File: config.mk
export PLATFORM = sky130hd
export DESIGN_NAME = cal_top
export DESIGN_NICKNAME = d
export VERILOG_FILES = /design/src/source/cal_pkg.sv /design/src/source/calib_regs.sv /design/src/source/linear_scaler.sv /design/src/source/adc_frontend.sv /design/src/source/dac_backend.sv /design/src/source/cal_top.sv
export SDC_FILE = /design/constraint.sdc
export NUM_CORES = 2
export LEC_CHECK = 0
export BUFFER_PORTS_ARGS = -buffer_cell sky130_fd_sc_hd__buf_4
export CAP_MARGIN = 20
export CORE_ASPECT_RATIO = 0.7
export CORE_MARGIN = 3
export CORE_UTILIZATION = 51
export DETAILED_ROUTE_END_ITERATION = 8
export PLACE_DENSITY = 0.69
export SYNTH_ARGS = -nofsm -noshare
export SYNTH_HDL_FRONTEND = slang
export SYNTH_SLANG_ARGS = --single-unit
File: constraint.sdc
create_clock -name adc_clk -period 15.45 [get_ports adc_clk]
set_clock_uncertainty 0.1 [all_clocks]
set_input_delay 1.545 -clock adc_clk [delete_from_list [all_inputs] [get_ports adc_clk]]
set_output_delay 1.545 -clock adc_clk [all_outputs]
set_load 0.05 [all_outputs]
File: src/source/cal_pkg.sv
package cal_pkg;

  // Fixed channel count, the register map is laid out for two
  localparam int unsigned NUM_CH = 2;

  //////////////////////////////
  // Datapath types
  //////////////////////////////

  // Raw ADC word, inverted slope with offset
  typedef logic        [13:0] adc_raw_t;
  // Two's complement sample, acquire and generate side
  typedef logic signed [13:0] sample_t;
  // Code toward the DAC pins
  typedef logic        [13:0] dac_code_t;
  // Fixed point gain, fraction width set by GAIN_FRAC
  typedef logic signed [15:0] gain_t;
  // Offset added after scaling
  typedef logic signed [13:0] offset_t;

  // Saturation limits
  localparam sample_t SMP_MAX = 14'sh1FFF;
  localparam sample_t SMP_MIN = -14'sh2000;

  // Zero sample as a DAC code
  localparam dac_code_t DAC_CODE_ZERO = 14'h1FFF;

  //////////////////////////////
  // Configuration map
  //////////////////////////////

  typedef logic [3:0]  cfg_addr_t;
  typedef logic [15:0] cfg_data_t;

  // 1.0 with 14 fractional bits
  localparam gain_t GAIN_UNITY = 16'sh4000;

  // Base addresses, low bit selects the channel
  localparam cfg_addr_t CFG_ADC_GAIN = 4'd0;
  localparam cfg_addr_t CFG_ADC_OFFS = 4'd2;
  localparam cfg_addr_t CFG_DAC_GAIN = 4'd4;
  localparam cfg_addr_t CFG_DAC_OFFS = 4'd6;
  localparam cfg_addr_t CFG_LOOP     = 4'd8;

endpackage : cal_pkg

File: src/source/calib_regs.sv
`timescale 1ns/1ns

module calib_regs import cal_pkg::*; (
  input  logic                     adc_clk,
  input  logic                     top_rst,
  // Register access
  input  logic                     cfg_we_i,
  input  cfg_addr_t                cfg_addr_i,
  input  cfg_data_t                cfg_wdata_i,
  output cfg_data_t                cfg_rdata_o,
  // Calibration settings
  output gain_t   [NUM_CH-1:0]     adc_gain_o,
  output offset_t [NUM_CH-1:0]     adc_offs_o,
  output gain_t   [NUM_CH-1:0]     dac_gain_o,
  output offset_t [NUM_CH-1:0]     dac_offs_o,
  output logic    [NUM_CH-1:0]     loop_en_o
);

  // Zero padding for readback of narrow registers
  localparam int unsigned OFFS_PAD = $bits(cfg_data_t) - $bits(offset_t);
  localparam int unsigned LOOP_PAD = $bits(cfg_data_t) - NUM_CH;

  gain_t   [NUM_CH-1:0] adc_gain_q;
  offset_t [NUM_CH-1:0] adc_offs_q;
  gain_t   [NUM_CH-1:0] dac_gain_q;
  offset_t [NUM_CH-1:0] dac_offs_q;
  logic    [NUM_CH-1:0] loop_q;

  // Address split into register pair and channel
  cfg_addr_t cfg_base;
  logic      cfg_ch;

  assign cfg_base = {cfg_addr_i[3:1], 1'b0};
  assign cfg_ch   = cfg_addr_i[0];

  //////////////////////////////
  // Write side
  //////////////////////////////

  always_ff @(posedge adc_clk or posedge top_rst) begin
    if (top_rst) begin
      adc_gain_q <= {NUM_CH{GAIN_UNITY}};
      adc_offs_q <= '0;
      dac_gain_q <= {NUM_CH{GAIN_UNITY}};
      dac_offs_q <= '0;
      loop_q     <= '0;
    end else if (cfg_we_i) begin
      case (cfg_base)
        CFG_ADC_GAIN: adc_gain_q[cfg_ch] <= cfg_wdata_i;
        CFG_ADC_OFFS: adc_offs_q[cfg_ch] <= cfg_wdata_i[$bits(offset_t)-1:0];
        CFG_DAC_GAIN: dac_gain_q[cfg_ch] <= cfg_wdata_i;
        CFG_DAC_OFFS: dac_offs_q[cfg_ch] <= cfg_wdata_i[$bits(offset_t)-1:0];
        CFG_LOOP: begin
          // Only address 8 is mapped, 9 is a hole
          if (!cfg_ch) begin
            loop_q <= cfg_wdata_i[NUM_CH-1:0];
          end
        end
        default: ;
      endcase
    end
  end

  //////////////////////////////
  // Readback
  //////////////////////////////

  always_comb begin
    cfg_rdata_o = '0;
    case (cfg_base)
      CFG_ADC_GAIN: cfg_rdata_o = adc_gain_q[cfg_ch];
      CFG_ADC_OFFS: cfg_rdata_o = {{OFFS_PAD{1'b0}}, adc_offs_q[cfg_ch]};
      CFG_DAC_GAIN: cfg_rdata_o = dac_gain_q[cfg_ch];
      CFG_DAC_OFFS: cfg_rdata_o = {{OFFS_PAD{1'b0}}, dac_offs_q[cfg_ch]};
      CFG_LOOP: begin
        if (!cfg_ch) begin
          cfg_rdata_o = {{LOOP_PAD{1'b0}}, loop_q};
        end
      end
      default: cfg_rdata_o = '0;
    endcase
  end

  // Settings toward both datapaths
  assign adc_gain_o = adc_gain_q;
  assign adc_offs_o = adc_offs_q;
  assign dac_gain_o = dac_gain_q;
  assign dac_offs_o = dac_offs_q;
  assign loop_en_o  = loop_q;

endmodule : calib_regs

File: src/source/linear_scaler.sv
`timescale 1ns/1ns

module linear_scaler import cal_pkg::*; #(
  // Fractional bits of the gain
  parameter int unsigned GAIN_FRAC = 14
) (
  input  logic    adc_clk,
  input  logic    top_rst,
  input  sample_t smp_i,
  input  gain_t   gain_i,
  input  offset_t offs_i,
  output sample_t smp_o
);

  // Full product width
  localparam int unsigned PW = $bits(sample_t) + $bits(gain_t);

  logic signed [PW-1:0] prod_q;
  logic signed [PW-1:0] prod_sh;
  // One extra bit so the offset add cannot wrap
  logic signed [PW:0]   sum_w;
  sample_t              sat_w;
  sample_t              smp_q;

  //////////////////////////////
  // Stage 1, multiply
  //////////////////////////////

  always_ff @(posedge adc_clk or posedge top_rst) begin
    if (top_rst) begin
      prod_q <= '0;
    end else begin
      prod_q <= smp_i * gain_i;
    end
  end

  //////////////////////////////
  // Stage 2, scale and offset
  //////////////////////////////

  // Arithmetic shift keeps the sign
  assign prod_sh = prod_q >>> GAIN_FRAC;
  assign sum_w   = prod_sh + offs_i;

  // Clamp to the sample range
  always_comb begin
    if (sum_w > SMP_MAX) begin
      sat_w = SMP_MAX;
    end else if (sum_w < SMP_MIN) begin
      sat_w = SMP_MIN;
    end else begin
      sat_w = sum_w[$bits(sample_t)-1:0];
    end
  end

  always_ff @(posedge adc_clk or posedge top_rst) begin
    if (top_rst) begin
      smp_q <= '0;
    end else begin
      smp_q <= sat_w;
    end
  end

  assign smp_o = smp_q;

endmodule : linear_scaler

File: src/source/adc_frontend.sv
`timescale 1ns/1ns

module adc_frontend import cal_pkg::*; #(
  parameter int unsigned GAIN_FRAC = 14
) (
  input  logic                     adc_clk,
  input  logic                     top_rst,
  // ADC pins
  input  adc_raw_t [NUM_CH-1:0]    adc_dat_i,
  // Calibrated generator samples for loopback
  input  sample_t  [NUM_CH-1:0]    dac_cal_i,
  input  logic     [NUM_CH-1:0]    loop_en_i,
  // Acquisition calibration
  input  gain_t    [NUM_CH-1:0]    gain_i,
  input  offset_t  [NUM_CH-1:0]    offs_i,
  // Calibrated acquisition samples
  output sample_t  [NUM_CH-1:0]    acq_dat_o
);

  localparam int unsigned SW = $bits(sample_t);

  sample_t [NUM_CH-1:0] adc_smp_q;
  sample_t [NUM_CH-1:0] scl_in;

  //////////////////////////////
  // ADC input registers
  //////////////////////////////

  // Keep MSB, invert the rest for offset to two's complement
  // and to undo the negative slope
  always_ff @(posedge adc_clk or posedge top_rst) begin
    if (top_rst) begin
      adc_smp_q <= '0;
    end else begin
      for (int ch = 0; ch < NUM_CH; ch++) begin
        adc_smp_q[ch] <= {adc_dat_i[ch][SW-1], ~adc_dat_i[ch][SW-2:0]};
      end
    end
  end

  //////////////////////////////
  // Loopback and calibration
  //////////////////////////////

  for (genvar ch = 0; ch < NUM_CH; ch++) begin : g_ch

    // Loopback select in front of the scaler
    assign scl_in[ch] = loop_en_i[ch] ? dac_cal_i[ch] : adc_smp_q[ch];

    linear_scaler #(
      .GAIN_FRAC (GAIN_FRAC)
    ) u_scaler (
      .adc_clk (adc_clk),
      .top_rst (top_rst),
      .smp_i   (scl_in[ch]),
      .gain_i  (gain_i[ch]),
      .offs_i  (offs_i[ch]),
      .smp_o   (acq_dat_o[ch])
    );

  end : g_ch

endmodule : adc_frontend

File: src/source/dac_backend.sv
`timescale 1ns/1ns

module dac_backend import cal_pkg::*; #(
  parameter int unsigned GAIN_FRAC = 14
) (
  input  logic                      adc_clk,
  input  logic                      top_rst,
  // Generator samples
  input  sample_t   [NUM_CH-1:0]    gen_dat_i,
  input  logic      [NUM_CH-1:0]    gen_vld_i,
  // Generation calibration
  input  gain_t     [NUM_CH-1:0]    gain_i,
  input  offset_t   [NUM_CH-1:0]    offs_i,
  // Calibrated samples, also the loopback source
  output sample_t   [NUM_CH-1:0]    dac_cal_o,
  // DAC codes
  output dac_code_t [NUM_CH-1:0]    dac_dat_o
);

  localparam int unsigned SW = $bits(sample_t);

  sample_t   [NUM_CH-1:0] gen_smp;
  sample_t   [NUM_CH-1:0] cal_smp;
  dac_code_t [NUM_CH-1:0] dac_code_q;

  //////////////////////////////
  // Gating and calibration
  //////////////////////////////

  for (genvar ch = 0; ch < NUM_CH; ch++) begin : g_ch

    // Missing valid counts as a zero sample
    assign gen_smp[ch] = gen_vld_i[ch] ? gen_dat_i[ch] : '0;

    linear_scaler #(
      .GAIN_FRAC (GAIN_FRAC)
    ) u_scaler (
      .adc_clk (adc_clk),
      .top_rst (top_rst),
      .smp_i   (gen_smp[ch]),
      .gain_i  (gain_i[ch]),
      .offs_i  (offs_i[ch]),
      .smp_o   (cal_smp[ch])
    );

  end : g_ch

  //////////////////////////////
  // DAC output registers
  //////////////////////////////

  // Two's complement back to inverted offset code
  always_ff @(posedge adc_clk or posedge top_rst) begin
    if (top_rst) begin
      dac_code_q <= {NUM_CH{DAC_CODE_ZERO}};
    end else begin
      for (int ch = 0; ch < NUM_CH; ch++) begin
        dac_code_q[ch] <= {cal_smp[ch][SW-1], ~cal_smp[ch][SW-2:0]};
      end
    end
  end

  assign dac_cal_o = cal_smp;
  assign dac_dat_o = dac_code_q;

endmodule : dac_backend

File: src/source/cal_top.sv
`timescale 1ns/1ns

module cal_top import cal_pkg::*; #(
  parameter int unsigned GAIN_FRAC = 14
) (
  input  logic                      adc_clk,
  input  logic                      top_rst,
  // ADC pins
  input  adc_raw_t  [NUM_CH-1:0]    adc_dat_i,
  // Generator samples
  input  sample_t   [NUM_CH-1:0]    gen_dat_i,
  input  logic      [NUM_CH-1:0]    gen_vld_i,
  // Configuration port
  input  logic                      cfg_we_i,
  input  cfg_addr_t                 cfg_addr_i,
  input  cfg_data_t                 cfg_wdata_i,
  output cfg_data_t                 cfg_rdata_o,
  // Calibrated acquisition samples
  output sample_t   [NUM_CH-1:0]    acq_dat_o,
  // DAC codes
  output dac_code_t [NUM_CH-1:0]    dac_dat_o
);

  // Settings from the register block
  gain_t   [NUM_CH-1:0] adc_gain;
  offset_t [NUM_CH-1:0] adc_offs;
  gain_t   [NUM_CH-1:0] dac_gain;
  offset_t [NUM_CH-1:0] dac_offs;
  logic    [NUM_CH-1:0] loop_en;
  // Loopback path, generate side to acquire side
  sample_t [NUM_CH-1:0] dac_cal;

  //////////////////////////////
  // Configuration registers
  //////////////////////////////

  calib_regs u_regs (
    .adc_clk     (adc_clk),
    .top_rst     (top_rst),
    .cfg_we_i    (cfg_we_i),
    .cfg_addr_i  (cfg_addr_i),
    .cfg_wdata_i (cfg_wdata_i),
    .cfg_rdata_o (cfg_rdata_o),
    .adc_gain_o  (adc_gain),
    .adc_offs_o  (adc_offs),
    .dac_gain_o  (dac_gain),
    .dac_offs_o  (dac_offs),
    .loop_en_o   (loop_en)
  );

  //////////////////////////////
  // Acquire and generate paths
  //////////////////////////////

  adc_frontend #(
    .GAIN_FRAC (GAIN_FRAC)
  ) u_adc (
    .adc_clk   (adc_clk),
    .top_rst   (top_rst),
    .adc_dat_i (adc_dat_i),
    .dac_cal_i (dac_cal),
    .loop_en_i (loop_en),
    .gain_i    (adc_gain),
    .offs_i    (adc_offs),
    .acq_dat_o (acq_dat_o)
  );

  dac_backend #(
    .GAIN_FRAC (GAIN_FRAC)
  ) u_dac (
    .adc_clk   (adc_clk),
    .top_rst   (top_rst),
    .gen_dat_i (gen_dat_i),
    .gen_vld_i (gen_vld_i),
    .gain_i    (dac_gain),
    .offs_i    (dac_offs),
    .dac_cal_o (dac_cal),
    .dac_dat_o (dac_dat_o)
  );

endmodule : cal_top

==> results.sh <==
export IMPL_avgSynthCellArea_um2=9.919
export IMPL_finalSetupViolCount=0
export IMPL_tritoncts="yes"
export IMPL_placement_rows=91
export IMPL_grt_setup_unrepaired="no"
export IMPL_synth_area_mm2=0.04594
export IMPL_gp_congestion=0.9196
export IMPL_ys_seq_elements=298
export IMPL_route_detailed_drc=0
export IMPL_cts_buffer_depth=3
export IMPL_clk_latency_ns=0.55
export IMPL_root_buffer="clkbuf_16"
export IMPL_wl_mm=118.4
export IMPL_crit_type="input port to flop"
export IMPL_cts_buffers=35
export IMPL_synth_simple_area_share=0.1284
export IMPL_whs_ns=0.2694
export IMPL_synth_main_ff_cell="dfrtp_1"
export IMPL_port_buffers=152
export IMPL_synth_largest_area_cell="fa_1"
export IMPL_post_cts_resized=0
export IMPL_crit_required_ns=15.77
export IMPL_fp_dieW_um=364.7
export IMPL_yosysWarnings=0
export IMPL_fmax_mhz=121.6
export IMPL_antenna_found_initial=7
export IMPL_postCtsSetupBuffers=0
export IMPL_pin_count=153
export IMPL_crit_fanout=105
export IMPL_async_flop_share=1.000
export IMPL_drive_gt1_frac=0.09695
export IMPL_coreArea_mm2=0.08870
export IMPL_drv_cap=0
export IMPL_ant_nets=0
export IMPL_synth_fp_nets=5924
export IMPL_die_area_mm2=0.09377
export IMPL_initial_utilization=0.5179
export IMPL_setup_tns_ns=0
export IMPL_fin_crit_sh=0.5324
export IMPL_grt_use_total=0.2592
export IMPL_gr_total_overflow=0
export IMPL_start_kind="input port"
export IMPL_h_tree_depth=2
export IMPL_chipHeight_um=257.1
export IMPL_worstPathCellList="buf_4 -> buf_4 -> and2_0 -> nand2_1 -> fa_1 -> fa_1 -> fa_1 -> inv_1 -> fa_1 -> fa_1 -> inv_1 -> fa_1 -> inv_1 -> ha_1 -> o21a_1 -> o21ai_0 -> a21oi_1 -> nor3_1 -> o31a_1 -> o21ai_1 -> a21oi_1 -> o21bai_1 -> xor2_1"
export IMPL_yosys_top_cells_area="fa_1 38%, dfrtp_1 15%, ha_1 9.2%"
export IMPL_first_global_vias=33210
export IMPL_worst_pin_slew_ns=1.039
export IMPL_synth_top_family_by_area="adder cells"
export IMPL_synth_adder_area_share=0.4733
export IMPL_outcome="finished clean"
export IMPL_path_common_cell="fa_1"
export IMPL_drt_pass1_iter_count=5
export IMPL_pre_cts_ws_ns=6.725
export IMPL_ys_top_cells_by_count="1030 x inv_1, 876 x fa_1, 358 x nand2_1"
export IMPL_min_path_type="flop to flop"
export IMPL_synth_edf_count=0
export IMPL_final_nets=5960
export IMPL_vias=31910
export IMPL_cp_slowest_cell="and2_0"
export IMPL_finalMaxSlewViolations=0
export IMPL_ys_types=72
export IMPL_relSlewSlack=0.2934
export IMPL_syn_to_final_growth_pct=7.379
export IMPL_vias_per_cell=5.446
export IMPL_netlist_area_leader_share=0.3818
export IMPL_synthXorXnorAreaFrac=0.02841
export IMPL_synth_compound_gate_area_share=0.06265
export IMPL_synth_mux_area_frac=0.04396
export IMPL_grt_pass1_wl_mm=189.4
export IMPL_hold_viol_final=0
export IMPL_slowest_delay_ns=0.76
export IMPL_clock_sinks=298
export IMPL_grt_start_max_net_pins=106
export IMPL_place_hpwl_mm=94.34
export IMPL_netlist_instances=4631
export IMPL_post_synth_top_count_cell="inv_1"
export IMPL_clkSlewWorstSetupHoldPaths_ns=0.07
export IMPL_ys_seq_area_frac=0.1632
export IMPL_cts_hold_buf=0
export IMPL_cp_end_kind="flop"
export IMPL_layout_setup_ws_ns=7.224
export IMPL_drt_iter0_markers=2461
export IMPL_wl_per_cell_um=20.21
export IMPL_arrival_ns=8.55
export IMPL_period_needed_ns=8.226
==> critical path: cells and delay by family <==
family | cells | cell delay [ns]
and+or+nand+nor | 3 | 1.17
xor gates and xnor gates | 1 | 0.15
buffers and inverters | 5 | 1.03
adders and majority gates | 7 | 3.26
AOI/OAI and AO/OA | 7 | 1.36
==> sequential cells by signal, summed over array words and instances (netlist names) <==
register and count:
u_regs.dac_offs_o 28, u_dac.dac_dat_o 28, u_dac.g_ch.u_scaler.smp_o 28, u_adc.adc_smp_q 28
u_regs.adc_gain_o 32, u_dac.g_ch.u_scaler.prod_q 32, u_regs.loop_en_o 2, u_regs.adc_offs_o 28
u_adc.g_ch.u_scaler.prod_q 32, u_regs.dac_gain_o 32, u_adc.g_ch.u_scaler.smp_o 28
==> area by class of cell <==
cell class | count | area [um^2]
clock inverter | 8 | 93.84
timing repair buffer | 190 | 1446
antenna | 4 | 10.01
inverter | 1030 | 3874
tap | 1162 | 1454
clock buffer | 55 | 1102
fill | 7721 | 39370
multi-input combinational | 3112 | 33850
sequential | 298 | 7495
==> layer usage <==
layer | routed length (um) | up-vias | track usage
met5 | 126 | - | 0.007740
met4 | 1936 | 6 | 0.04483
met3 | 13840 | 130 | 0.08806
met2 | 48480 | 1285 | 0.3653
met1 | 54010 | 16130 | 0.3907
li1 | - | 14360 | -
==> cells in the final DEF (no fill, tap or decap), types with 14 or more instances in the layout <==
| master | count |
|---|---|
| dfrtp_1 | 268 |
| or2_2 | 23 |
| o21a_1 | 28 |
| nor2b_1 | 177 |
| and2_1 | 84 |
| dfstp_2 | 30 |
| clkbuf_16 | 36 |
| nand3_1 | 42 |
| a21oi_1 | 92 |
| o21ai_0 | 58 |
| a31oi_1 | 14 |
| a221oi_1 | 18 |
| a211oi_1 | 14 |
| buf_4 | 188 |
| nand2b_1 | 42 |
| nand2_1 | 358 |
| inv_1 | 1029 |
| fa_1 | 876 |
| nor3_1 | 20 |
| xnor2_1 | 98 |
| ha_1 | 336 |
| xor2_1 | 51 |
| a21o_1 | 67 |
| mux2_2 | 138 |
| and3_1 | 241 |
| o21ai_1 | 34 |
| mux2i_1 | 41 |
| nor2_1 | 117 |
==> cell families after synthesis <==
| family | Yosys count |
|---|---|
| simple gates | 1142 |
| compound gates | 427 |
| xor+xnor | 149 |
| mux | 182 |
| fa+ha+maj | 1212 |
| buf+inv | 1221 |
| flops | 298 |
==> final timing paths <==
| kind | start | to | slack, ns | cells past startpoint |
|---|---|---|---|---|
| min in group asynchronous | top_rst | u_adc.g_ch[0].u_scaler.smp_o[2] | 0.94 | 2 |
| worst max register to register | u_regs.loop_en_o[1] | u_adc.g_ch[1].u_scaler.prod_q[28] | 8.05 | 23 |
| worst min-delay path | u_dac.g_ch[0].u_scaler.smp_o[3] | u_dac.dac_dat_o[3] | 0.27 | 1 |
| max in group asynchronous | top_rst | u_adc.adc_smp_q[5] | 12.13 | 4 |
| worst max-delay path | gen_vld_i[1] | u_dac.g_ch[1].u_scaler.prod_q[26] | 7.22 | 23 |
| worst min register to register | u_dac.g_ch[0].u_scaler.smp_o[3] | u_dac.dac_dat_o[3] | 0.27 | 1 |
==> through the flow <==
| step | utilization | area, um^2 | cells |
|---|---|---|---|
| global placement | 0.5420 | 48080 | 5789 |
| detailed placement | 0.5421 | 48080 | 5790 |
| global route | 0.5561 | 49320 | 5857 |
| CTS | 0.5556 | 49280 | 5853 |
| finish | 0.5561 | 49330 | 5859 |
| floorplan | - | 45940 | 4631 |
Power is left out: the tool's default activity adds up to more than one toggle a clock period on the data nets, which glitch-free logic cannot reach.
